## src/verilog/shell_config.svh

```systemverilog
`ifndef SHELL_CONFIG_SVH
`define SHELL_CONFIG_SVH

// bus word width in bits
`define SHELL_DATA_W 32

// byte offset bits below the word index
`define SHELL_ADDR_LSB 2

// byte address width, enough for six read words
`define SHELL_ADDR_W 5

// entries per word fifo, kept a power of two
`define SHELL_FIFO_DEPTH 4

`endif

```

## src/verilog/shell_pkg.sv

```systemverilog
`include "shell_config.svh"

package shell_pkg;

   // one bus data word and one byte address
   typedef logic [`SHELL_DATA_W-1:0] word_t;
   typedef logic [`SHELL_ADDR_W-1:0] axi_addr_t;

   // fifo occupancy, 0 up to full depth
   typedef logic [$clog2(`SHELL_FIFO_DEPTH+1)-1:0] count_t;

   // one-hot slot selects
   typedef logic [2:0] wr_sel_t;
   typedef logic [5:0] rd_sel_t;

   // write slots, byte address is index times 4
   localparam int WR_CSR0 = 0;
   localparam int WR_CSR1 = 1;
   localparam int WR_FIFO = 2;

   // read slots
   localparam int RD_CSR0       = 0;
   localparam int RD_CSR1       = 1;
   localparam int RD_FIFO_DATA  = 2;
   localparam int RD_FIFO_COUNT = 3;
   localparam int RD_FIFO_FREE  = 4;
   localparam int RD_STATUS     = 5;

endpackage

```

## src/verilog/reg_access_if.sv

```systemverilog
`timescale 1ns/1ns

interface reg_access_if;
   import shell_pkg::*;

   // write side, already gated by the write handshake
   wr_sel_t wr_sel;
   word_t   wr_data;

   // read side, select gated by the read handshake
   rd_sel_t rd_sel;
   // combinational from rd_sel, valid in the same cycle
   word_t   rd_data;

   // axi write channel controller
   modport writer (output wr_sel, output wr_data);

   // axi read channel controller
   modport reader (output rd_sel, input rd_data);

   // register map and fifos
   modport target (input wr_sel, input wr_data, input rd_sel, output rd_data);

endinterface

```

## src/verilog/axil_read_ctrl.sv

```systemverilog
`timescale 1ns/1ns
`include "shell_config.svh"

module axil_read_ctrl
(
   input  logic                 S_AXI_ACLK,
   input  logic                 S_AXI_ARESETN,
   input  shell_pkg::axi_addr_t araddr_i,
   input  logic                 arvalid_i,
   output logic                 arready_o,
   output shell_pkg::word_t     rdata_o,
   output logic                 rvalid_o,
   input  logic                 rready_i,
   reg_access_if.reader         acc
);
   import shell_pkg::*;

   localparam int IDX_W = `SHELL_ADDR_W - `SHELL_ADDR_LSB;

   logic             arready_q;
   logic             rvalid_q;
   logic [IDX_W-1:0] ar_idx;
   logic             rd_fire;
   word_t            rdata_q;

   // --------------------
   // address channel
   // handshake cycle, not taken while a response is still pending
   assign rd_fire = arready_q & arvalid_i & ~rvalid_q;
   assign ar_idx  = araddr_i[`SHELL_ADDR_W-1:`SHELL_ADDR_LSB];

   always_ff @(posedge S_AXI_ACLK)
   begin
      if (!S_AXI_ARESETN)
      begin
         arready_q <= 1'b0;
         rvalid_q  <= 1'b0;
      end
      else
      begin
         // single-cycle arready one clock after arvalid
         arready_q <= ~arready_q & arvalid_i;
         if (rd_fire)
            rvalid_q <= 1'b1;
         else if (rready_i)
            rvalid_q <= 1'b0;
      end
   end

   // decode straight from the bus, the address is stable until arready
   always_comb
   begin
      acc.rd_sel = '0;
      for (int i = 0; i < $bits(rd_sel_t); i++)
         acc.rd_sel[i] = rd_fire & (ar_idx == IDX_W'(i));
   end

   // --------------------
   // data channel, rdata stays put until the master takes it
   always_ff @(posedge S_AXI_ACLK)
   begin
      if (rd_fire)
         rdata_q <= acc.rd_data;
   end

   assign arready_o = arready_q;
   assign rdata_o   = rdata_q;
   assign rvalid_o  = rvalid_q;

endmodule

```

## src/verilog/axil_write_ctrl.sv

```systemverilog
`timescale 1ns/1ns
`include "shell_config.svh"

module axil_write_ctrl
(
   input  logic                 S_AXI_ACLK,
   input  logic                 S_AXI_ARESETN,
   input  shell_pkg::axi_addr_t awaddr_i,
   input  logic                 awvalid_i,
   output logic                 awready_o,
   input  shell_pkg::word_t     wdata_i,
   input  logic                 wvalid_i,
   output logic                 wready_o,
   output logic                 bvalid_o,
   input  logic                 bready_i,
   reg_access_if.writer         acc
);
   import shell_pkg::*;

   localparam int IDX_W = `SHELL_ADDR_W - `SHELL_ADDR_LSB;

   logic             aw_en_q;
   logic             ready_q;
   logic             bvalid_q;
   logic [IDX_W-1:0] aw_idx_q;
   logic             start;
   logic             wr_fire;

   // --------------------
   // handshake
   // both channels must be valid, and only one write may be open
   assign start   = ~ready_q & awvalid_i & wvalid_i & aw_en_q;
   // address and data taken together in this cycle
   assign wr_fire = ready_q & awvalid_i & wvalid_i;

   always_ff @(posedge S_AXI_ACLK)
   begin
      if (!S_AXI_ARESETN)
      begin
         ready_q  <= 1'b0;
         aw_en_q  <= 1'b1;
         bvalid_q <= 1'b0;
      end
      else
      begin
         // one-cycle ready pulse shared by aw and w
         ready_q <= start;
         if (start)
            aw_en_q <= 1'b0;
         else if (bvalid_q && bready_i)
            aw_en_q <= 1'b1;
         // response follows the handshake, held until bready
         if (wr_fire && !bvalid_q)
            bvalid_q <= 1'b1;
         else if (bready_i)
            bvalid_q <= 1'b0;
      end
   end

   // keep only the word index of the address
   always_ff @(posedge S_AXI_ACLK)
   begin
      if (start)
         aw_idx_q <= awaddr_i[`SHELL_ADDR_W-1:`SHELL_ADDR_LSB];
   end

   // --------------------
   // decode to a one-hot slot, unused words select nothing
   always_comb
   begin
      acc.wr_sel = '0;
      for (int i = 0; i < $bits(wr_sel_t); i++)
         acc.wr_sel[i] = wr_fire & (aw_idx_q == IDX_W'(i));
   end

   assign acc.wr_data = wdata_i;
   assign awready_o   = ready_q;
   assign wready_o    = ready_q;
   assign bvalid_o    = bvalid_q;

endmodule

```

## src/verilog/shell_regmap.sv

```systemverilog
`timescale 1ns/1ns
`include "shell_config.svh"

module shell_regmap
(
   input  logic                   S_AXI_ACLK,
   input  logic                   S_AXI_ARESETN,
   reg_access_if.target           acc,
   output shell_pkg::word_t [1:0] csr_data_o,
   input  shell_pkg::word_t       csr_data_i,
   output shell_pkg::word_t       ps_to_pl_data_o,
   output logic                   ps_to_pl_v_o,
   input  logic                   ps_to_pl_yumi_i,
   input  shell_pkg::word_t       pl_to_ps_data_i,
   input  logic                   pl_to_ps_v_i,
   output logic                   pl_to_ps_ready_o
);
   import shell_pkg::*;

   word_t [1:0] csr_q;
   logic        ps_to_pl_ready;
   logic        ps_to_pl_push;
   count_t      ps_to_pl_count;
   word_t       pl_to_ps_head;
   logic        pl_to_ps_v;
   logic        pl_to_ps_pop;
   count_t      pl_to_ps_count;
   count_t      ps_to_pl_free;

   // --------------------
   // control registers
   always_ff @(posedge S_AXI_ACLK)
   begin
      if (!S_AXI_ARESETN)
         csr_q <= '0;
      else
      begin
         if (acc.wr_sel[WR_CSR0])
            csr_q[0] <= acc.wr_data;
         if (acc.wr_sel[WR_CSR1])
            csr_q[1] <= acc.wr_data;
      end
   end

   assign csr_data_o = csr_q;

   // --------------------
   // ps to pl fifo, a word written while full is lost
   assign ps_to_pl_push = acc.wr_sel[WR_FIFO] & ps_to_pl_ready;

   word_fifo u_ps_to_pl_fifo
   (
      .S_AXI_ACLK    (S_AXI_ACLK),
      .S_AXI_ARESETN (S_AXI_ARESETN),
      .data_i        (acc.wr_data),
      .v_i           (ps_to_pl_push),
      .ready_o       (ps_to_pl_ready),
      .data_o        (ps_to_pl_data_o),
      .v_o           (ps_to_pl_v_o),
      .yumi_i        (ps_to_pl_yumi_i),
      .count_o       (ps_to_pl_count)
   );

   // --------------------
   // pl to ps fifo, popped by a head read when something is there
   assign pl_to_ps_pop = acc.rd_sel[RD_FIFO_DATA] & pl_to_ps_v;

   word_fifo u_pl_to_ps_fifo
   (
      .S_AXI_ACLK    (S_AXI_ACLK),
      .S_AXI_ARESETN (S_AXI_ARESETN),
      .data_i        (pl_to_ps_data_i),
      .v_i           (pl_to_ps_v_i),
      .ready_o       (pl_to_ps_ready_o),
      .data_o        (pl_to_ps_head),
      .v_o           (pl_to_ps_v),
      .yumi_i        (pl_to_ps_pop),
      .count_o       (pl_to_ps_count)
   );

   // free space seen by the processor
   assign ps_to_pl_free = count_t'(`SHELL_FIFO_DEPTH) - ps_to_pl_count;

   // --------------------
   // one-hot read mux, zero when nothing is selected
   always_comb
   begin
      acc.rd_data = '0;
      if (acc.rd_sel[RD_CSR0])
         acc.rd_data = acc.rd_data | csr_q[0];
      if (acc.rd_sel[RD_CSR1])
         acc.rd_data = acc.rd_data | csr_q[1];
      if (acc.rd_sel[RD_FIFO_DATA])
         acc.rd_data = acc.rd_data | pl_to_ps_head;
      // counts zero-extended to a full word
      if (acc.rd_sel[RD_FIFO_COUNT])
         acc.rd_data = acc.rd_data | word_t'(pl_to_ps_count);
      if (acc.rd_sel[RD_FIFO_FREE])
         acc.rd_data = acc.rd_data | word_t'(ps_to_pl_free);
      if (acc.rd_sel[RD_STATUS])
         acc.rd_data = acc.rd_data | csr_data_i;
   end

endmodule

```

## src/verilog/word_fifo.sv

```systemverilog
`timescale 1ns/1ns
`include "shell_config.svh"

module word_fifo
(
   input  logic              S_AXI_ACLK,
   input  logic              S_AXI_ARESETN,
   input  shell_pkg::word_t  data_i,
   input  logic              v_i,
   output logic              ready_o,
   output shell_pkg::word_t  data_o,
   output logic              v_o,
   input  logic              yumi_i,
   output shell_pkg::count_t count_o
);
   import shell_pkg::*;

   localparam int PTR_W = $clog2(`SHELL_FIFO_DEPTH);

   word_t            mem [`SHELL_FIFO_DEPTH];
   logic [PTR_W-1:0] wr_ptr_q;
   logic [PTR_W-1:0] rd_ptr_q;
   count_t           count_q;
   logic             push;
   logic             pop;

   // ready when not full, valid when not empty
   assign ready_o = (count_q != count_t'(`SHELL_FIFO_DEPTH));
   assign v_o     = (count_q != '0);
   assign push    = v_i & ready_o;
   assign pop     = yumi_i & v_o;
   assign data_o  = mem[rd_ptr_q];
   assign count_o = count_q;

   // storage
   always_ff @(posedge S_AXI_ACLK)
   begin
      if (push)
         mem[wr_ptr_q] <= data_i;
   end

   // pointers wrap on their own since depth is a power of two
   always_ff @(posedge S_AXI_ACLK)
   begin
      if (!S_AXI_ARESETN)
      begin
         wr_ptr_q <= '0;
         rd_ptr_q <= '0;
         count_q  <= '0;
      end
      else
      begin
         if (push)
            wr_ptr_q <= wr_ptr_q + 1'b1;
         if (pop)
            rd_ptr_q <= rd_ptr_q + 1'b1;
         // push and pop together leave the count alone
         case ({push, pop})
            2'b10:   count_q <= count_q + 1'b1;
            2'b01:   count_q <= count_q - 1'b1;
            default: count_q <= count_q;
         endcase
      end
   end

endmodule

```

## src/verilog/zynq_shell_top.sv

```systemverilog
`timescale 1ns/1ns

module zynq_shell_top
(
   input  logic                   S_AXI_ACLK,
   input  logic                   S_AXI_ARESETN,
   // write address, data and response
   input  shell_pkg::axi_addr_t   s_axi_awaddr_i,
   input  logic                   s_axi_awvalid_i,
   output logic                   s_axi_awready_o,
   input  shell_pkg::word_t       s_axi_wdata_i,
   input  logic                   s_axi_wvalid_i,
   output logic                   s_axi_wready_o,
   output logic                   s_axi_bvalid_o,
   input  logic                   s_axi_bready_i,
   // read address and data
   input  shell_pkg::axi_addr_t   s_axi_araddr_i,
   input  logic                   s_axi_arvalid_i,
   output logic                   s_axi_arready_o,
   output shell_pkg::word_t       s_axi_rdata_o,
   output logic                   s_axi_rvalid_o,
   input  logic                   s_axi_rready_i,
   // client side
   output shell_pkg::word_t [1:0] csr_data_o,
   input  shell_pkg::word_t       csr_data_i,
   output shell_pkg::word_t       ps_to_pl_data_o,
   output logic                   ps_to_pl_v_o,
   input  logic                   ps_to_pl_yumi_i,
   input  shell_pkg::word_t       pl_to_ps_data_i,
   input  logic                   pl_to_ps_v_i,
   output logic                   pl_to_ps_ready_o
);

   // decoded accesses between the axi side and the register map
   reg_access_if acc ();

   axil_write_ctrl u_write_ctrl
   (
      .S_AXI_ACLK    (S_AXI_ACLK),
      .S_AXI_ARESETN (S_AXI_ARESETN),
      .awaddr_i      (s_axi_awaddr_i),
      .awvalid_i     (s_axi_awvalid_i),
      .awready_o     (s_axi_awready_o),
      .wdata_i       (s_axi_wdata_i),
      .wvalid_i      (s_axi_wvalid_i),
      .wready_o      (s_axi_wready_o),
      .bvalid_o      (s_axi_bvalid_o),
      .bready_i      (s_axi_bready_i),
      .acc           (acc.writer)
   );

   axil_read_ctrl u_read_ctrl
   (
      .S_AXI_ACLK    (S_AXI_ACLK),
      .S_AXI_ARESETN (S_AXI_ARESETN),
      .araddr_i      (s_axi_araddr_i),
      .arvalid_i     (s_axi_arvalid_i),
      .arready_o     (s_axi_arready_o),
      .rdata_o       (s_axi_rdata_o),
      .rvalid_o      (s_axi_rvalid_o),
      .rready_i      (s_axi_rready_i),
      .acc           (acc.reader)
   );

   shell_regmap u_regmap
   (
      .S_AXI_ACLK       (S_AXI_ACLK),
      .S_AXI_ARESETN    (S_AXI_ARESETN),
      .acc              (acc.target),
      .csr_data_o       (csr_data_o),
      .csr_data_i       (csr_data_i),
      .ps_to_pl_data_o  (ps_to_pl_data_o),
      .ps_to_pl_v_o     (ps_to_pl_v_o),
      .ps_to_pl_yumi_i  (ps_to_pl_yumi_i),
      .pl_to_ps_data_i  (pl_to_ps_data_i),
      .pl_to_ps_v_i     (pl_to_ps_v_i),
      .pl_to_ps_ready_o (pl_to_ps_ready_o)
   );

endmodule
```

## config.mk

```make
export PLATFORM = sky130hd
export DESIGN_NAME = zynq_shell_top
export DESIGN_NICKNAME = d
export VERILOG_FILES = /design/src/verilog/shell_pkg.sv /design/src/verilog/reg_access_if.sv /design/src/verilog/axil_read_ctrl.sv /design/src/verilog/axil_write_ctrl.sv /design/src/verilog/shell_regmap.sv /design/src/verilog/word_fifo.sv /design/src/verilog/zynq_shell_top.sv
export VERILOG_INCLUDE_DIRS = /design/src /design/src/verilog
export SDC_FILE = /design/constraint.sdc
export NUM_CORES = 1
export LEC_CHECK = 0
export ABC_AREA = 1
export BUFFER_PORTS_ARGS = -buffer_cell sky130_fd_sc_hd__buf_4
export CAP_MARGIN = 10
export CORE_MARGIN = 2
export CORE_UTILIZATION = 25
export DETAILED_ROUTE_END_ITERATION = 7
export GPL_TIMING_DRIVEN = 0
export PLACE_DENSITY_LB_ADDON = 0.25
export RECOVER_POWER = 50
export SETUP_SLACK_MARGIN = 0.02
export SLEW_MARGIN = 10
export SYNTH_ARGS = -nofsm -noshare
export SYNTH_HDL_FRONTEND = slang
export SYNTH_SLANG_ARGS = --single-unit
```

## constraint.sdc

```tcl
create_clock -name S_AXI_ACLK -period 4.6 [get_ports S_AXI_ACLK]
set_input_delay 0.46 -clock S_AXI_ACLK [delete_from_list [all_inputs] [get_ports S_AXI_ACLK]]
set_output_delay 0.46 -clock S_AXI_ACLK [all_outputs]
set_load 0.02 [all_outputs]
```

==> results of run 1 <==
==> sequential cells by signal, summed over array words and instances, names as in the netlist, 2 cells and up, named ones only <==
register and count:
u_read_ctrl.rdata_o 32, u_regmap.csr_data_o 64, u_regmap.u_pl_to_ps_fifo.count_o 3, u_regmap.u_pl_to_ps_fifo.mem 128
u_regmap.u_pl_to_ps_fifo.rd_ptr_q 2, u_regmap.u_pl_to_ps_fifo.wr_ptr_q 2, u_regmap.u_ps_to_pl_fifo.count_o 3, u_regmap.u_ps_to_pl_fifo.mem 128
u_regmap.u_ps_to_pl_fifo.rd_ptr_q 2, u_regmap.u_ps_to_pl_fifo.wr_ptr_q 2, u_write_ctrl.aw_idx_q 3
==> cells in the final DEF, fill, tap and decap left out, drive strengths merged, types with 3 or more instances in the layout <==
| cell | instances |
|---|---|
| bufinv | 4 |
| o21ai | 137 |
| edfxtp | 291 |
| nand2 | 190 |
| or2 | 3 |
| o22ai | 33 |
| ha | 13 |
| clkinvlp | 4 |
| buf | 155 |
| nor3 | 3 |
| a21oi | 14 |
| nand4 | 34 |
| nor2 | 229 |
| inv | 49 |
| nand3 | 168 |
| clkbuf | 227 |
| clkinv | 15 |
| dfxtp | 87 |
| diode | 5 |
==> where the power goes <==
group | total (mW) | switching [mW] | leakage (nW) | internal (mW)
sequential | 3.77 | 0.0244 | 3.31 | 3.75
clock | 3.35 | 1.38 | 0.662 | 1.97
combinational | 0.310 | 0.214 | 2.59 | 0.0959
==> through the flow <==
stage	power (mW)	cells	util (%)
6_report	7.43	2438	31.8
5_1_grt	7.68	2435	31.8
4_1_cts	7.57	2433	32.7
3_5_place_dp	4.19	2359	30.5
3_3_place_gp	4.17	2351	30.0
2_1_floorplan	3.97	1334	-
==> final timing paths <==
kind | cells after the start | endpoint | slack [ps] | startpoint
setup / recovery | 6 | ps_to_pl_data_o[21] | 1870 | register
hold / removal | 1 | u_write_ctrl.aw_idx_q[0]$_DFFE_PP_ | 120 | s_axi_awaddr_i[2]
setup reg to reg | 9 | u_regmap.u_ps_to_pl_fifo.mem[3][27]$_DFFE_PP_ | 1900 | u_regmap.u_ps_to_pl_fifo.count_o[0]$_SDFFE_PN0P_
hold reg to reg | 1 | u_read_ctrl.arready_o$_SDFF_PN0_ | 460 | u_read_ctrl.arready_o$_SDFF_PN0_
==> cells by family after synthesis <==
logic type / Yosys count / share of synthesized area (%)
and+or+nand+nor: 627 / 18.1
buffers and inverters: 128 / 3.97
adders and majority gates: 15 / 1.36
AOI/OAI and AO/OA: 184 / 6.43
DFF: 378 / 70.1
xor gates and xnor gates: 2 / 0.117
==> cell type report <==
class                           count  area, um2
Tap cell                          773        967
Timing Repair Buffer              252       1540
Inverter                           49        186
Sequential cell                   378      10500
Antenna cell                        5       12.5
Clock buffer                       51       1130
Clock inverter                     23        224
Multi-Input combinational cell    828       3930
Buffer                             79        358
Fill cell                        6085      40300
==> layer usage <==
| layer | up-vias | GRT usage [%] | wire, um |
|---|---|---|---|
| li1 | 5302 | - | - |
| met4 | 12 | 6.56 | 1740 |
| met5 | - | 0 | 85 |
| met1 | 5172 | 20.2 | 21000 |
| met3 | 87 | 3.81 | 3320 |
| met2 | 328 | 26.2 | 24000 |
==> synthesized netlist by cell type <==
master,n
edfxtp_1,291
nor2_1,223
nand2_1,188
nand3_1,167
o21ai_0,135
dfxtp_1,87
inv_1,44
nand4_1,34
o22ai_1,33
buf_2,32
clkbuf_1,29
a21oi_1,14
ha_1,13
buf_6,6
clkbuf_2,6
buf_4,5
nor2_2,4
inv_2,3
clkinv_2,2
fa_1,2
nand2_2,2
nor2_4,2
nor3_1,2
o21ai_1,2
or2_2,2
xor2_1,2
buf_1,1
nand3_2,1
nor3_2,1
or2_1,1
==> qor.csv, run 1 <==
stage;metric;value;unit
status;outcome;finished with violations;
status;violations;DRC;
worst_setup_path;critPathMaxFanout;10;
layout;nets;1760;
clock_tree;clk_pin_slew;60;ps
sta;rsz0062_at_grt;no;
placed_design;placed_area;18000;um2
yosys;yosysUniqueCellTypes;30;
sta;fmaxAchievable;0.366;GHz
die;die_w;249;um
grt;grt_use_total;15.9;%
clock_tree;clock-sinks;378;
power_and_ir_drop;power_density;395;nW/um2
sta;relSlewSlack;32.1;%
sta;setup_viol;0;
yosys;synth.top_cell.area_share;58.4;%
sta;fin_worst_skew;17.2;ps
clock_tree;postCtsSetupRepairBufs;0;
sta;setup_tns;0;ps
grt;overflow;0;
placed_design;pre_cts_ws;1900;ps
drt;dr.pass1.iters;8;
grt;grt_max_degree;42;
grt;grt_pass1_vias;10654;
drt;drt_iter0_markers;793;
yosys;synth_area_leaders;edfxtp_1 (58%), dfxtp_1 (12%), nor2_1 (5.6%);
worst_setup_path;crit_arrival;2270;ps
yosys;synth_nets;1464;
placed_design;gp_congestion;0.835;
worst_setup_path;crit_buf_inv;4;
worst_setup_path;max_stage_delay;440;ps
placed_design;io_buffers;244;
drt;drc;20;
drt;routed_via_density;4.47;
worst_setup_path;startpoint_type;register;
yosys;yosysTopAreaCell;edfxtp_1;
worst_setup_path;critical-path-top-delay-family;buffers and inverters;
layout;areaGrowthSynthToFinish;25.8;%
worst_setup_path;endpoint_kind;output pin;
die;die_area;61800;um2
clock_tree;clk_latency;570;ps
die;die_y;249;um
yosys;netlist_area;15000;um2
layout;layout-drive-gt1-share;14.8;%
clock_tree;root_buffer;clkbuf_16;
die;io_pins;250;
die;rows;89;
drt;ant_nets;0;
clock_tree;clock_path_buffers;3;
worst_setup_path;cp_slowest_cell;clkbuf_1;
clock_tree;numCtsBuffers;42;
yosys;syn_inst;1334;
hold_path;hold_path_class;in -> reg;
grt;grt_pass1_wl;72400;um
clock_tree;ctsHoldBuffers;0;
layout;design_area;18800;um2
clock_tree;cts_tree;yes;
worst_setup_path;required;4140;ps
yosys;synth-seq-cells;378;
drt;post_drt_wl_per_cell;20.6;um
sta;slew_viol_final;0;
run;max-cap-violations;0;
power_and_ir_drop;p_leak;6.56;nW
clock_tree;htree_levels;2;
grt;antenna_found_initial;11;
sta;final.min_clock_period;2730;ps
sta;whs;116;ps
sta;hold_viol;0;
worst_setup_path;worst-setup-path-type;reg -> out;
sta;tightest_slew;1020;ps
power_and_ir_drop;peakVddDrop;0.204;mV
die;core_area;59100;um2
sta;setup_slack;1870;ps
drt;vias;10901;
drt;wl;50100;um
sta;post-route-period-util;59.4;%
yosys;yosys_warnings;0;
placed_design;dp_hpwl;37400;um
die;initial_utilization;25.3;%
worst_setup_path;cp_cell_sequence;buf_2 -> inv_2 -> clkbuf_1 -> o21ai_0 -> o22ai_1 -> buf_4;
yosys;yosysSeqAreaShare;70.1;%
yosys;syn_area_per_cell;11.2;um2
clock_tree;ctsResizeCount;0;
Note: power is estimated with default switching activity, not from simulation.
==> run 2, diff against run 1 <==
- clock period: 4.6 -> 2.7 ns (I/O delays scaled with it)
==> run 2 against run 1 <==
  * The run still ends with DRC left
  * Critical path depth fell by 1
  * Non-clock buffer count is 81 higher
  * Sequential power up 71%
  * Clock power increased by 70%
  * Total power rose by 71%
  * Final cell count up 3.3%
  * Via count up 2.8%
  * Worst setup slack worse by 1700 ps
  * Die area did not move
  * Clock skew shrank 2.9 ps
  * Design area up 4.0%
  * Largest power group unchanged
==> qor.csv, run 2 (same netlist as run 1, synthesis figures left out) <==
stage;metric;value;unit
die;rows;89;
grt;grt_pass1_vias;11031;
sta;slew_viol_final;0;
layout;layout-drive-gt1-share;13.2;%
die;die_w;249;um
clock_tree;htree_levels;2;
worst_setup_path;endpoint_kind;output pin;
clock_tree;clock_path_buffers;3;
power_and_ir_drop;clkPwrFrac;44.7;%
sta;setup_slack;200;ps
clock_tree;numCtsBuffers;42;
power_and_ir_drop;power_switching_share;21.8;%
die;core_area;59100;um2
sta;post-route-period-util;92.6;%
sta;fin_worst_skew;14.3;ps
die;io_pins;250;
worst_setup_path;max_stage_delay;430;ps
grt;grt_use_total;16.1;%
worst_setup_path;required;2430;ps
placed_design;pre_cts_ws;-3.12;ps
sta;fmaxAchievable;0.400;GHz
drt;wl;50500;um
clock_tree;root_buffer;clkbuf_16;
drt;ant_nets;0;
layout;areaGrowthSynthToFinish;30.9;%
drt;vias;11210;
status;outcome;finished with violations;
power_and_ir_drop;p_comb_share;4.8;%
sta;whs;35.0;ps
status;violations;DRC;
drt;dr.pass1.iters;8;
drt;drc;10;
power_and_ir_drop;p_int;9.97;mW
grt;grt_pass1_wl;73400;um
die;die_y;249;um
placed_design;io_buffers;244;
worst_setup_path;cp_slowest_cell;clkbuf_1;
sta;rsz0062_at_grt;no;
power_and_ir_drop;p_sw;2.77;mW
clock_tree;cts_tree;yes;
die;initial_utilization;25.3;%
power_and_ir_drop;power_density;651;nW/um2
clock_tree;clk_pin_slew;60;ps
sta;relSlewSlack;33.1;%
hold_path;hold_path_class;in -> reg;
placed_design;gp_congestion;0.835;
layout;layout_common_cells;edfxtp_1 (291), nor2_1 (215), clkbuf_1 (198);
layout;layout_commonest_cell;edfxtp_1;
run;max-cap-violations;0;
layout;utilization;33.1;%
clock_tree;clock-sinks;378;
drt;routed_via_density;4.45;
power_and_ir_drop;p_seq_share;50.4;%
layout;nets;1841;
worst_setup_path;critPathMaxFanout;10;
sta;hold_viol;0;
placed_design;dp_hpwl;37400;um
worst_setup_path;crit_arrival;2230;ps
worst_setup_path;worst-setup-path-type;reg -> out;
worst_setup_path;startpoint_type;register;
sta;tightest_slew;1000;ps
sta;final.min_clock_period;2500;ps
grt;grt_max_degree;42;
drt;drt_iter0_markers;807;
worst_setup_path;critical-path-top-delay-family;buffers and inverters;
grt;overflow;0;
power_and_ir_drop;p_leak;6.81;nW
worst_setup_path;crit_buf_inv;3;
grt;antenna_found_initial;7;
clock_tree;clk_latency;560;ps
power_and_ir_drop;peakVddDrop;0.347;mV
drt;post_drt_wl_per_cell;20.0;um
die;die_area;61800;um2
worst_setup_path;cp_cell_sequence;buf_2 -> clkbuf_1 -> o21ai_0 -> o22ai_1 -> buf_4;
sta;setup_viol;0;
-- run 2: cell types whose count changed in the layout (fill, tap and decap cells not counted), moves of 2 or more --
cell / delta
buf_12: +3
buf_4: -29
clkbuf_1: +25
clkbuf_2: +2
dlygate4sd3_1: +77
-- run 2: timing repair --
| action | CTS | global route |
|---|---|---|
| setup endpoints to repair | 45 | 25 |
| resized for setup | 0 | 7 |
| pin swaps | 3 | 0 |
| setup buffers | 4 | 0 |
| hold buffers | 77 | 0 |
| endpoints found under the hold margin | 281 | 0 |
-- run 2: power by group through the flow --
stage | clock (mW) | sequential, mW | combinational (mW)
2_1_floorplan | 0 | 6.57 | 0.197
3_3_place_gp | 0 | 6.56 | 0.557
3_5_place_dp | 0 | 6.55 | 0.595
4_1_cts | 5.87 | 6.43 | 0.690
5_1_grt | 6.06 | 6.43 | 0.681
6_report | 5.70 | 6.43 | 0.618
-- run 2: final cells by class --
cell class | count | area (um2)
repair buffers | 333 | 2270
clock buffers | 51 | 1130
inverters | 49 | 186
clock inverters | 23 | 224
diodes | 4 | 10.0
multi-input cells | 828 | 3940
flip-flops and latches | 378 | 10500
fillers | 6069 | 39600
well taps | 773 | 967
plain buffers | 79 | 373
-- run 2: stage by stage --
step,total power [mW],instance area (um2),TNS [ps],cells
after global placement,7.11,17800,-380740,2351
after detailed placement,7.14,18000,-26.4,2359
final,12.7,19600,0,2518
after floorplan,6.77,15000,-40390,1334
after CTS,13.0,20200,0,2514
after global routing,13.2,19600,0,2518
-- run 2: worst reg2reg max path, stage by stage, from the launching register on --
cell,delay (ps)
dfxtp_1,330
inv_1,140
ha_1,200
ha_1,150
inv_1,50
nand3_1,90
nor3_2,60
inv_2,210
ha_1,190
inv_1,70
fa_1,380
or2_2,300
nand2_1,80
o21ai_0,70
a21oi_1,110
-- run 2: final timing paths --
check	from	end	slack [ps]	cells after the start
min reg2reg	u_read_ctrl.arready_o$_SDFF_PN0_	u_read_ctrl.arready_o$_SDFF_PN0_	460	1
min	csr_data_i[19]	u_read_ctrl.rdata_o[19]$_DFFE_PN_	40	3
max reg2reg	u_regmap.u_ps_to_pl_fifo.count_o[0]$_SDFFE_PN0P_	u_regmap.u_ps_to_pl_fifo.count_o[2]$_SDFFE_PN0P_	230	14
max	register	ps_to_pl_data_o[21]	200	5
-- run 2: per-layer routing --
layer,share of wire [%],routed length (um),GRT usage (%),up-vias
li1,-,-,-,5457
met5,0.079,40,0,-
met1,43,21700,20.6,5369
met3,5.5,2770,3.29,80
met2,48,24200,26.5,298
met4,3.4,1700,6.56,6
